<file path="config.mk">
export PLATFORM = sky130hd
export DESIGN_NAME = execStage
export DESIGN_NICKNAME = d
export VERILOG_FILES = /design/src/hw/execPkg.sv /design/src/hw/execBus.sv /design/src/hw/aluCore.sv /design/src/hw/targetCalc.sv /design/src/hw/resultMerge.sv /design/src/hw/execStage.sv
export VERILOG_INCLUDE_DIRS = /design/src /design/src/hw
export SDC_FILE = /design/constraint.sdc
export NUM_CORES = 1
export LEC_CHECK = 0
export BUFFER_PORTS_ARGS = -buffer_cell sky130_fd_sc_hd__buf_2
export CAP_MARGIN = 25
export CORE_UTILIZATION = 59
export CTS_CLUSTER_DIAMETER = 30
export DETAILED_ROUTE_END_ITERATION = 6
export PLACE_DENSITY = 0.92
export REMOVE_ABC_BUFFERS = 1
export SLEW_MARGIN = 25
export SYNTH_ARGS = -nofsm -noshare
export SYNTH_HDL_FRONTEND = slang
export SYNTH_HIERARCHICAL = 1
export SYNTH_SLANG_ARGS = --single-unit
</file>
<file path="constraint.sdc">
create_clock -name clk -period 1.05 [get_ports clk]
set_clock_uncertainty 0.2 [all_clocks]
set_input_delay 0 -clock clk [delete_from_list [all_inputs] [get_ports clk]]
set_output_delay 0 -clock clk [all_outputs]
set_load 0.01 [all_outputs]
</file>
<file path="src/hw/exec_config.svh">
// Width settings for the execute stage.
// Include wherever data or shift-amount widths are needed.

`ifndef EXEC_CONFIG_SVH
`define EXEC_CONFIG_SVH

// ********************************************************************
// datapath sizing
// ********************************************************************

// register, immediate and pc width
`define EXEC_WIDTH 16

// shift and rotate amount, taken from the low bits of operand B
`define EXEC_SHAMT 4

`endif

</file>
<file path="src/hw/execPkg.sv">
// Opcode and result-class types shared by the execute stage blocks.
// Referenced by scoped name (execPkg::...).

package execPkg;

  // operations understood by the execute stage
  typedef enum logic [4:0] {
    opAdd,
    opSub,   // B minus rs
    opXor,
    opAndn,
    opRol,
    opSll,
    opRor,
    opSrl,
    opSlbi,
    opBtr,
    opLbi,
    opSeq,
    opSlt,
    opSle,
    opSco,   // set on carry out of rs + rt
    opJr,
    opJalr,
    opNop
  } opcodeT;

  // how the final data result is picked
  typedef enum logic [1:0] {
    rcAlu,   // computed by the alu core
    rcSet,   // 0/1 from a compare
    rcPass   // an operand passed straight through
  } resultClassT;

  function automatic resultClassT classOf(opcodeT op);
    resultClassT rc;
    case (op)
      opSeq, opSlt, opSle, opSco:  rc = rcSet;
      opLbi, opJr, opJalr, opNop:  rc = rcPass;
      default:                     rc = rcAlu;
    endcase
    return rc;
  endfunction

endpackage

</file>
<file path="src/hw/execBus.sv">
// Interfaces between the execute stage blocks.
// opBus carries the decoded operation, aluBus the alu core's results.

`timescale 1ns/100ps
`include "exec_config.svh"

interface opBus;
  execPkg::opcodeT         opcode;
  logic                    useImm;      // operand B from imm instead of rt
  logic [`EXEC_WIDTH-1:0]  rs;
  logic [`EXEC_WIDTH-1:0]  rt;
  logic [`EXEC_WIDTH-1:0]  imm;
  logic [`EXEC_WIDTH-1:0]  pc;
  logic [`EXEC_WIDTH-1:0]  jumpOffset;

  modport aluSide (
    input opcode, useImm, rs, rt, imm
  );

  modport targetSide (
    input opcode, rs, pc, imm, jumpOffset
  );
endinterface

interface aluBus;
  logic [`EXEC_WIDTH-1:0]  aluResult;
  logic                    carryOut;
  logic                    signedOvf;
  execPkg::resultClassT    resultClass;
  execPkg::opcodeT         opcode;      // forwarded for the set and err logic

  modport producer (
    output aluResult, carryOut, signedOvf, resultClass, opcode
  );

  modport consumer (
    input aluResult, carryOut, signedOvf, resultClass, opcode
  );
endinterface

</file>
<file path="src/hw/aluCore.sv">
// Combinational ALU of the execute stage.
// Picks operands, runs the shared adder, shifter and bit ops, reports flags.

`timescale 1ns/100ps
`include "exec_config.svh"

module aluCore (
  opBus.aluSide    ops,
  aluBus.producer  res
);

  logic [`EXEC_WIDTH-1:0]    opB;
  logic [`EXEC_SHAMT-1:0]    shamt;
  logic                      invertA;
  logic                      useRt;
  logic [`EXEC_WIDTH-1:0]    addA;
  logic [`EXEC_WIDTH-1:0]    addB;
  logic [`EXEC_WIDTH-1:0]    sum;
  logic                      carry;
  logic [2*`EXEC_WIDTH-1:0]  rolWide;
  logic [2*`EXEC_WIDTH-1:0]  rorWide;
  logic [`EXEC_WIDTH-1:0]    btrVal;
  logic [`EXEC_WIDTH-1:0]    slbiVal;
  logic [`EXEC_WIDTH-1:0]    aluResult;

  // ********************************************************************
  // operand selection
  // ********************************************************************

  assign opB   = ops.useImm ? ops.imm : ops.rt;
  assign shamt = opB[`EXEC_SHAMT-1:0];

  // subtract forms run as ~rs + B + 1
  assign invertA = ops.opcode inside {execPkg::opSub, execPkg::opSeq,
                                      execPkg::opSlt, execPkg::opSle};

  // compares and sco always work on rt
  assign useRt = ops.opcode inside {execPkg::opSeq, execPkg::opSlt,
                                    execPkg::opSle, execPkg::opSco};

  // ********************************************************************
  // shared adder
  // ********************************************************************

  assign addA = invertA ? ~ops.rs : ops.rs;
  assign addB = useRt ? ops.rt : opB;

  assign {carry, sum} = {1'b0, addA} + {1'b0, addB}
                      + {{`EXEC_WIDTH{1'b0}}, invertA};

  // ********************************************************************
  // shifter and bit ops
  // ********************************************************************

  // rotating a doubled copy keeps both directions to one shift each
  assign rolWide = {ops.rs, ops.rs} << shamt;
  assign rorWide = {ops.rs, ops.rs} >> shamt;

  always_comb begin
    for (int i = 0; i < `EXEC_WIDTH; i++) begin
      btrVal[i] = ops.rs[`EXEC_WIDTH-1-i];
    end
  end

  assign slbiVal = {ops.rs[`EXEC_WIDTH-9:0], ops.imm[7:0]};  // rs << 8 | imm byte

  // ********************************************************************
  // result select
  // ********************************************************************

  always_comb begin
    case (ops.opcode)
      execPkg::opAdd,
      execPkg::opSub,
      execPkg::opSeq,
      execPkg::opSlt,
      execPkg::opSle,
      execPkg::opSco:  aluResult = sum;
      execPkg::opXor:  aluResult = ops.rs ^ opB;
      execPkg::opAndn: aluResult = ops.rs & ~opB;
      execPkg::opRol:  aluResult = rolWide[2*`EXEC_WIDTH-1:`EXEC_WIDTH];
      execPkg::opSll:  aluResult = ops.rs << shamt;
      execPkg::opRor:  aluResult = rorWide[`EXEC_WIDTH-1:0];
      execPkg::opSrl:  aluResult = ops.rs >> shamt;
      execPkg::opSlbi: aluResult = slbiVal;
      execPkg::opBtr:  aluResult = btrVal;
      execPkg::opLbi:  aluResult = ops.imm;
      execPkg::opJr,
      execPkg::opJalr: aluResult = ops.rs;   // pass-through of the jump base
      default:         aluResult = '0;       // nop
    endcase
  end

  assign res.aluResult = aluResult;
  assign res.carryOut  = carry;

  // operands agree in sign but the sum does not
  assign res.signedOvf = (addA[`EXEC_WIDTH-1] == addB[`EXEC_WIDTH-1])
                       && (sum[`EXEC_WIDTH-1] != addA[`EXEC_WIDTH-1]);

  assign res.resultClass = execPkg::classOf(ops.opcode);
  assign res.opcode      = ops.opcode;

endmodule

</file>
<file path="src/hw/targetCalc.sv">
// Branch and jump target adders of the execute stage.
// Runs next to the ALU core, purely combinational.

`timescale 1ns/100ps
`include "exec_config.svh"

module targetCalc (
  opBus.targetSide               ops,
  output logic [`EXEC_WIDTH-1:0] branchTarget,
  output logic [`EXEC_WIDTH-1:0] jumpTarget
);

  logic                    regJump;
  logic [`EXEC_WIDTH-1:0]  jumpBase;

  // ********************************************************************
  // branch adder
  // ********************************************************************

  // taken-or-not is decided later; the target is always ready
  assign branchTarget = ops.pc + ops.imm;

  // ********************************************************************
  // jump adder
  // ********************************************************************

  // register-indirect jumps start from rs
  assign regJump = (ops.opcode == execPkg::opJr) || (ops.opcode == execPkg::opJalr);

  assign jumpBase   = regJump ? ops.rs : ops.pc;
  assign jumpTarget = jumpBase + ops.jumpOffset;  // wraps on overflow

endmodule

</file>
<file path="src/hw/resultMerge.sv">
// Final merge and output register of the execute stage.
// Forms set-condition results and err, then registers all outputs.

`timescale 1ns/100ps
`include "exec_config.svh"

module resultMerge (
  input  logic                   clk,
  input  logic                   arstN,
  input  logic                   inValid,
  aluBus.consumer                res,
  input  logic [`EXEC_WIDTH-1:0] branchTarget,
  input  logic [`EXEC_WIDTH-1:0] jumpTarget,
  output logic [`EXEC_WIDTH-1:0] result,
  output logic                   zero,
  output logic                   ltz,
  output logic [`EXEC_WIDTH-1:0] branchTargetQ,
  output logic [`EXEC_WIDTH-1:0] jumpTargetQ,
  output logic                   err,
  output logic                   outValid
);

  logic                    diffZero;
  logic                    diffNeg;
  logic                    setHit;
  logic [`EXEC_WIDTH-1:0]  nextResult;
  logic                    nextErr;

  // ********************************************************************
  // set conditions
  // ********************************************************************

  // for compares the alu result holds rt - rs
  assign diffZero = (res.aluResult == '0);
  assign diffNeg  = res.aluResult[`EXEC_WIDTH-1] ^ res.signedOvf;  // true sign of rt - rs

  always_comb begin
    case (res.opcode)
      execPkg::opSeq: setHit = diffZero;
      execPkg::opSlt: setHit = !diffNeg && !diffZero;  // rt - rs > 0
      execPkg::opSle: setHit = !diffNeg;
      execPkg::opSco: setHit = res.carryOut;
      default:        setHit = 1'b0;
    endcase
  end

  assign nextResult = (res.resultClass == execPkg::rcSet) ?
                      {{(`EXEC_WIDTH-1){1'b0}}, setHit} : res.aluResult;

  // only add and sub report overflow
  assign nextErr = res.signedOvf
                 && (res.opcode inside {execPkg::opAdd, execPkg::opSub});

  // ********************************************************************
  // output register
  // ********************************************************************

  always_ff @(posedge clk or negedge arstN) begin
    if (!arstN) begin
      outValid      <= 1'b0;
      result        <= '0;
      zero          <= 1'b0;
      ltz           <= 1'b0;
      branchTargetQ <= '0;
      jumpTargetQ   <= '0;
      err           <= 1'b0;
    end else begin
      outValid <= inValid;
      if (inValid) begin  // hold last values on idle cycles
        result        <= nextResult;
        zero          <= (nextResult == '0);
        ltz           <= nextResult[`EXEC_WIDTH-1];
        branchTargetQ <= branchTarget;
        jumpTargetQ   <= jumpTarget;
        err           <= nextErr;
      end
    end
  end

endmodule

</file>
<file path="src/hw/execStage.sv">
// Top level of the execute stage, one clock of latency.
// Spreads the decoded operation over opBus and joins the three blocks.

`timescale 1ns/100ps
`include "exec_config.svh"

module execStage (
  input  logic                   clk,
  input  logic                   arstN,
  input  logic                   inValid,
  input  execPkg::opcodeT        opcode,
  input  logic                   useImm,
  input  logic [`EXEC_WIDTH-1:0] rs,
  input  logic [`EXEC_WIDTH-1:0] rt,
  input  logic [`EXEC_WIDTH-1:0] imm,
  input  logic [`EXEC_WIDTH-1:0] pc,
  input  logic [`EXEC_WIDTH-1:0] jumpOffset,
  output logic [`EXEC_WIDTH-1:0] result,
  output logic                   zero,
  output logic                   ltz,
  output logic [`EXEC_WIDTH-1:0] branchTarget,
  output logic [`EXEC_WIDTH-1:0] jumpTarget,
  output logic                   err,
  output logic                   outValid
);

  opBus  opIf ();
  aluBus aluIf ();

  logic [`EXEC_WIDTH-1:0] branchNext;  // combinational targets
  logic [`EXEC_WIDTH-1:0] jumpNext;

  assign opIf.opcode     = opcode;
  assign opIf.useImm     = useImm;
  assign opIf.rs         = rs;
  assign opIf.rt         = rt;
  assign opIf.imm        = imm;
  assign opIf.pc         = pc;
  assign opIf.jumpOffset = jumpOffset;

  aluCore aluCore_i (
    .ops (opIf.aluSide),
    .res (aluIf.producer)
  );

  targetCalc targetCalc_i (
    .ops          (opIf.targetSide),
    .branchTarget (branchNext),
    .jumpTarget   (jumpNext)
  );

  resultMerge resultMerge_i (
    .clk           (clk),
    .arstN         (arstN),
    .inValid       (inValid),
    .res           (aluIf.consumer),
    .branchTarget  (branchNext),
    .jumpTarget    (jumpNext),
    .result        (result),
    .zero          (zero),
    .ltz           (ltz),
    .branchTargetQ (branchTarget),
    .jumpTargetQ   (jumpTarget),
    .err           (err),
    .outValid      (outValid)
  );

endmodule

</file>
==> results of run 1 <==
kinds of logic after synthesis:
| family | after synthesis | share of synthesized area |
|---|---|---|
| AOI/OAI and AO/OA | 281 | 0.2444 |
| xor gates and xnor gates | 56 | 0.06228 |
| adders and majority gates | 65 | 0.1061 |
| buffers and inverters | 112 | 0.06466 |
| DFF | 51 | 0.1621 |
| muxes | 145 | 0.2124 |
| and+or+nand+nor | 241 | 0.1481 |
metrics by stage:
| step | instances | setup WS, ps | instance area, um2 |
|---|---|---|---|
| after detailed placement | 1487 | -3361 | 10760 |
| after global placement | 1487 | -3026 | 10760 |
| after floorplan | 876 | -3776 | 7505 |
synthesized netlist by cell type, drive strengths merged, types with 9 or more instances:
| cell type | instances | area, um2 |
|---|---|---|
| mux2i | 82 | 820.8 |
| nand2 | 70 | 262.8 |
| a21oi | 68 | 340.3 |
| nor2 | 63 | 236.5 |
| ha | 62 | 775.7 |
| o21ai | 59 | 302.8 |
| dfrtp | 51 | 1276 |
| mux2 | 51 | 581.8 |
| clkbuf | 41 | 153.9 |
| inv | 37 | 138.9 |
| buf | 34 | 216.5 |
| nand3 | 30 | 150.1 |
| xnor2 | 28 | 245.2 |
| xor2 | 28 | 245.2 |
| o211ai | 27 | 202.7 |
| a221oi | 14 | 135.1 |
| a22oi | 13 | 97.59 |
| nand4 | 13 | 81.33 |
| mux4 | 12 | 270.3 |
| o22ai | 12 | 75.07 |
| and3 | 11 | 75.07 |
| nor3 | 10 | 50.05 |
| a21o | 9 | 67.56 |
==> reports/qor.csv, run 1 <==
metric,value,unit
status,stopped before the end,
haltStage,4_1_cts,
run.stop_error,[ERROR DPL-0033] detailed placement checks failed during check placement.,
fp.dieH,117.5,um
postCtsResizedCells,278,
yosysSeqAreaShare,0.1621,
root_buffer,clkbuf_16,
place.gp.congestion,1.100,
syn_area_per_cell,8.281,um2
yosys_warnings,6,
cts_setup_buffers,52,
io_pins,141,
ys.flop_type,dfrtp_1,
row_count,41,
fp.dieW,117.5,um
cts_buffer_depth,2,
synth_edf_count,0,
cts_made_buffers,5,
async_flop_share,1.000,
syn_inst,951,
port_buffers,140,
initial_core_util,0.6140,
h-tree-depth,2,
synth.distinct_cells,82,
place_hpwl,30000,um
synth_seq_cells,51,
postCtsHoldBufs,1,
clock_sinks,51,
synth_area,0.007875,mm2
==> run 2: changes to the inputs <==
--- a/config.mk
+++ b/config.mk
@@ -8,10 +8,9 @@
 export LEC_CHECK = 0
 export BUFFER_PORTS_ARGS = -buffer_cell sky130_fd_sc_hd__buf_2
 export CAP_MARGIN = 25
-export CORE_UTILIZATION = 59
-export CTS_CLUSTER_DIAMETER = 30
+export CORE_UTILIZATION = 40
 export DETAILED_ROUTE_END_ITERATION = 6
-export PLACE_DENSITY = 0.92
+export PLACE_DENSITY_LB_ADDON = 0.15
 export REMOVE_ABC_BUFFERS = 1
 export SLEW_MARGIN = 25
 export SYNTH_ARGS = -nofsm -noshare
==> run 2 against run 1 <==
Against the previous run:
- the flow now finishes, with violations (hold timing, setup timing)
- synthesized area did not move
- synthesized cell count unchanged
==> reports/qor.csv, run 2 <==
metric,value,unit
status,"complete, but fails checks",
violations,"hold timing, setup timing",
rsz0062_at_grt,true,
nets,1560,
clock_sinks,51,
num_vias,9741,
n_antenna_cell,0,
port_buffers,140,
fp.dieW,142.3,um
hold_ws,-133.5,ps
via_per_inst,5.843,
antenna_found_initial,0,
syn_area_per_cell,8.281,um2
period_share,3.514,
place_area,0.01108,mm2
drt_first_pass_iters,5,
dp_slack,-3283,ps
final_cell_mix,"322 x buf_4, 123 x buf_2, 80 x mux2i_1",
synth_area,0.007875,mm2
place.gp.congestion,0.9606,
synthTopCellsByArea,"dfrtp_1 16%, mux2i_1 10%, ha_1 9.9%",
hold_viol_final,10,
yosys_warnings,6,
clk_pin_slew_worst_paths,80,ps
nFillCells,1520,
path_cells,buf_8 > and3b_2 > o21ai_4 > mux2_4 > nand3_4 > fa_2 > a211oi_4 > nor2_1 > or4_4 > a31o_4 > a21oi_4 > xor2_2 > o21ai_2 > nor4_2 > nand4_1 > mux2i_1 > o32a_1,
crit_required,1050,ps
drt-total-wl,35530,um
cts_tree,done,
grt_pass1_vias,9831,
synth_seq_cells,51,
cts_buffer_depth,2,
path_class,in -> reg,
power_density,1063,mW/mm2
slowest_delay,510,ps
grt_pass1_wl,53400,um
path_max_fanout,5,
min_period,3690,ps
drive_above_1_share,0.5615,
vdd_ir_drop_max,0.9087,mV
yosysSeqAreaShare,0.1621,
synth_top_cell_by_area,dfrtp_1,
synth_commonest_cells,"82 x mux2i_1, 70 x nand2_1, 68 x a21oi_1",
ant_nets,0,
worstSetupStartpointType,input pin,
clock_latency,310,ps
drcViolationCount,0,
stdcell_area,0.01346,mm2
io_pins,141,
yosysMostFrequentCell,mux2i_1,
grt_util_all_layers,0.3438,
finalSetupViolations,60,
place_hpwl,26450,um
synth.distinct_cells,82,
setup_slack,-2640,ps
slew_headroom,0.6948,
finalMaxSlewViolations,0,
crit_path_end_kind,flip-flop,
critPathArrivalTime,3690,ps
syn_inst,951,
async_flop_share,1.000,
area_growth,70.92,%
synth_edf_count,0,
h-tree-depth,2,
postCtsHoldBufs,1,
root_buffer,clkbuf_16,
maxCapViolations,0,
worst_pin_slew,457.8,ps
die-area,0.02025,mm2
finalCoreUtilization,0.7078,
cts_made_buffers,5,
row_count,50,
biggestRegsByFlops,"resultMerge_i/branchTargetQ (16), resultMerge_i/jumpTargetQ (16), resultMerge_i/result (16)",
cpMaxStageDelayCell,or4_4,
ys.flop_type,dfrtp_1,
wire_per_inst,21.32,um
initial_core_util,0.4141,
design.core.area,0.01902,mm2
drtIter0Drc,702,
fmax,271.0,MHz
fp.dieH,142.3,um
grt.overflow.total,0,
p_leak,6.283,nW
layout_commonest_cell,buf_4,
grt_max_degree,52,
hp-class,in -> reg,
synth_top_area_share,0.1621,
run 2: path summary, 6_finish.rpt:
check	startpoint	end	slack, ps	cells past startpoint
worst max-delay path	opcode[1]	resultMerge_i/result[0]	-2640	17
worst min-delay path	jumpOffset[0]	resultMerge_i/jumpTargetQ[0]	-130	3
worst max register to register	resultMerge_i/branchTargetQ[8]	resultMerge_i/branchTargetQ[8]	50	1
worst min register to register	resultMerge_i/branchTargetQ[11]	resultMerge_i/branchTargetQ[11]	300	1
max in group asynchronous	arstN	resultMerge_i/branchTargetQ[0]	360	3
min in group asynchronous	arstN	resultMerge_i/result[1]	-10	3
run 2: worst max-delay path: cells and delay by family:
| family | cells | cell delay (ps) |
|---|---|---|
| simple gates | 6 | 1310 |
| compound gates | 6 | 1280 |
| mux | 2 | 410 |
| fa+ha+maj | 1 | 390 |
| xor+xnor | 1 | 190 |
| buf+inv | 1 | 100 |
run 2: kinds of logic (layout without fill, tap and decap cells):
family,after synthesis,after routing,share of synthesized area
AO/OA/AOI/OAI,281,281,0.2444
XOR/XNOR,56,56,0.06228
adder cells (fa/ha/maj),65,65,0.1061
buffers and inverters,112,568,0.06466
flip-flops,51,51,0.1621
multiplexers,145,145,0.2124
AND/OR/NAND/NOR,241,241,0.1481
run 2: area by class of cell:
| type | instances | area (um2) | share of cell area |
|---|---|---|---|
| inverter | 37 | 156.4 | 0.01162 |
| multi-input combinational | 788 | 7397 | 0.5495 |
| timing repair buffer | 523 | 4109 | 0.3053 |
| clock buffer | 5 | 125.1 | 0.009295 |
| clock inverter | 3 | 71.32 | 0.005298 |
| sequential | 51 | 1276 | 0.09481 |
| tap | 260 | 325.3 | 0.02417 |
run 2: routing by layer:
| layer | vias to the layer above | share of wire | wire length, um | track usage |
|---|---|---|---|---|
| li1 | 4508 | - | - | - |
| met1 | 4654 | 0.40 | 14320 | 0.4314 |
| met2 | 455 | 0.47 | 16630 | 0.5802 |
| met3 | 124 | 0.067 | 2377 | 0.03937 |
| met4 | 0 | 0.062 | 2214 | 0.1760 |
| met5 | - | 0 | 0 | 0 |
run 2: what timing repair did:
| item | CTS | global route |
|---|---|---|
| buffers inserted | 46 | 26 |
| cloned | 2 | 0 |
| endpoints found under the setup margin | 68 | 95 |
| endpoints found under the hold margin | 56 | 4 |
| pin swaps | 118 | 82 |
| resized for setup | 256 | 131 |
run 2: power breakdown:
part / switching (mW) / total [mW] / internal, mW
sequential: 0.249 / 2.66 / 2.41
clock: 0.937 / 2.33 / 1.39
combinational: 4.50 / 9.32 / 4.82
run 2: stage by stage:
step	instances	power, mW	setup TNS (ps)	hold WS (ps)
after floorplan	876	6.162	-82470	-495.6
after global placement	1604	9.645	-94520	-183.0
after detailed placement	1604	9.704	-96420	-184.0
after CTS	1651	13.34	-68570	-145.9
after global routing	1667	15.05	-74450	-128.6
final	1667	14.30	-69920	-133.5
Power figures use the tool's default switching activity.
==> run 3: changes to the inputs <==
--- a/config.mk
+++ b/config.mk
@@ -12,6 +12,7 @@
 export DETAILED_ROUTE_END_ITERATION = 6
 export PLACE_DENSITY_LB_ADDON = 0.15
 export REMOVE_ABC_BUFFERS = 1
+export SETUP_SLACK_MARGIN = 0.05
 export SLEW_MARGIN = 25
 export SYNTH_ARGS = -nofsm -noshare
 export SYNTH_HDL_FRONTEND = slang
==> run 3 against run 2 <==
Against the previous run:
- routed wire length is 1.6% higher
- critical endpoint unchanged
- maximum frequency rose by 1.2%
- die area did not move
- sequential share of layout area is 0.12 points lower
- sequential power about the same
- the flow still finishes with violations (hold timing, setup timing)
- design area up 1.3%
- power is 1.4% higher
- worst hold slack lost 1.3 ps
==> reports/qor.csv, run 3 (same netlist as run 2, synthesis figures left out) <==
metric,value,unit
status,"complete, but fails checks",
violations,"hold timing, setup timing",
area_growth,73.07,%
drt_first_pass_iters,7,
cts_buffer_depth,2,
min_period,3646,ps
fp.dieW,142.3,um
row_count,50,
root_buffer,clkbuf_16,
path_class,in -> reg,
vdd_ir_drop_max,0.8880,mV
clk_pin_slew_worst_paths,80,ps
drt-total-wl,36090,um
num_vias,9762,
nFillCells,1483,
crit_required,1050,ps
worst_pin_slew,437.3,ps
clock_latency,320,ps
grt_pass1_vias,9874,
postCtsHoldBufs,1,
grt_util_all_layers,0.3467,
worstSetupStartpointType,input pin,
via_per_inst,5.832,
io_pins,141,
cts_tree,done,
clock_sinks,51,
grt_pass1_wl,53910,um
stdcell_area,0.01363,mm2
slowest_delay,500,ps
antenna_found_initial,0,
finalSetupViolations,63,
hold_ws,-134.7,ps
design.core.area,0.01902,mm2
grt.overflow.total,0,
biggestRegsByFlops,"resultMerge_i/branchTargetQ (16), resultMerge_i/jumpTargetQ (16), resultMerge_i/result (16)",
path_max_fanout,5,
cts_made_buffers,5,
drive_above_1_share,0.5700,
path_cells,buf_8 > and3b_2 > o21ai_4 > buf_6 > buf_6 > nor2_2 > a21oi_2 > ha_2 > o21ai_2 > nor2_1 > or4_4 > a31o_4 > a21oi_4 > xor2_2 > o21ai_2 > nor4_2 > nand4_1 > mux2i_1 > o32a_1,
setup_slack,-2596,ps
cpMaxStageDelayCell,or4_4,
ant_nets,0,
place_area,0.01108,mm2
rsz0062_at_grt,true,
final.setup.tns,-70240,ps
critPathArrivalTime,3650,ps
nets,1567,
slew_headroom,0.7085,
hold_viol_final,8,
p_leak,6.343,nW
fmax,274.3,MHz
grt_max_degree,52,
fp.dieH,142.3,um
maxCapViolations,0,
period_share,3.472,
place.gp.congestion,0.9606,
die-area,0.02025,mm2
n_antenna_cell,0,
crit_path_end_kind,flip-flop,
cp_top_family,compound AO/OA/AOI/OAI gates,
place_hpwl,26450,um
port_buffers,140,
wire_per_inst,21.56,um
final_cell_mix,"322 x buf_4, 123 x buf_2, 79 x mux2i_1",
finalMaxSlewViolations,0,
power_density,1064,mW/mm2
crit_buf_inv,3,
hp-class,in -> reg,
drtIter0Drc,860,
h-tree-depth,2,
initial_core_util,0.4141,
layout_commonest_cell,buf_4,
drcViolationCount,0,
## run 3: changes by cell type in the layout (fill, tap and decap cells not counted), sizes merged
cell / previous run / this run
buf: 521 / 528
## run 3: final timing paths
path / from / slack (ps) / to / depth (start not counted)
min: jumpOffset[0] / -130 / resultMerge_i/jumpTargetQ[0] / 3
max reg2reg: resultMerge_i/result[0] / 40 / resultMerge_i/result[0] / 2
min reg2reg: resultMerge_i/branchTargetQ[11] / 310 / resultMerge_i/branchTargetQ[11] / 1
max: opcode[1] / -2600 / resultMerge_i/result[0] / 19
min in group asynchronous: arstN / 0 / resultMerge_i/result[1] / 3
max in group asynchronous: arstN / 340 / resultMerge_i/branchTargetQ[0] / 3
## run 3: report_power, final
group	switching, mW	internal, mW
Clock	0.942	1.39
Combinational	4.59	4.92
Sequential	0.250	2.41
## run 3: per-layer routing
| layer | vias to the layer above | share of wire | track usage | routed length [um] |
|---|---|---|---|---|
| li1 | 4515 | - | - | - |
| met1 | 4678 | 0.41 | 0.4357 | 14790 |
| met2 | 449 | 0.47 | 0.5862 | 17020 |
| met3 | 120 | 0.063 | 0.04004 | 2259 |
| met4 | 0 | 0.056 | 0.1732 | 2021 |
| met5 | - | 0 | 0 | 0 |
## run 3: cell type report
type	count	area, um2	area share
multi-input combinational	788	7493	0.5498
timing repair buffer	530	4182	0.3068
sequential	51	1276	0.09364
tap	260	325.3	0.02387
inverter	37	156.4	0.01148
clock buffer	5	125.1	0.009180
clock inverter	3	71.32	0.005233
## run 3: metrics by stage
step | power, mW | util | setup slack, ps | instances
2_1_floorplan | 6.162 | - | -3776 | 876
3_5_place_dp | 9.704 | 0.5824 | -3283 | 1604
6_report | 14.50 | 0.7166 | -2596 | 1674
5_1_grt | 15.22 | 0.7166 | -2749 | 1674
3_3_place_gp | 9.645 | 0.5824 | -3202 | 1604
4_1_cts | 13.42 | 0.6734 | -2561 | 1658
## run 3: worst register-to-register path, stage by stage, from the launching register on
cell and delay (ps):
dfrtp_1 390, buf_4 140, o32a_1 160
## run 3: repair_timing
action | CTS | global route
setup endpoints to repair | 101 | 101
pin swaps | 119 | 97
cloned | 2 | 0
endpoints found under the hold margin | 56 | 3
setup buffers | 50 | 27
resized for setup | 264 | 147
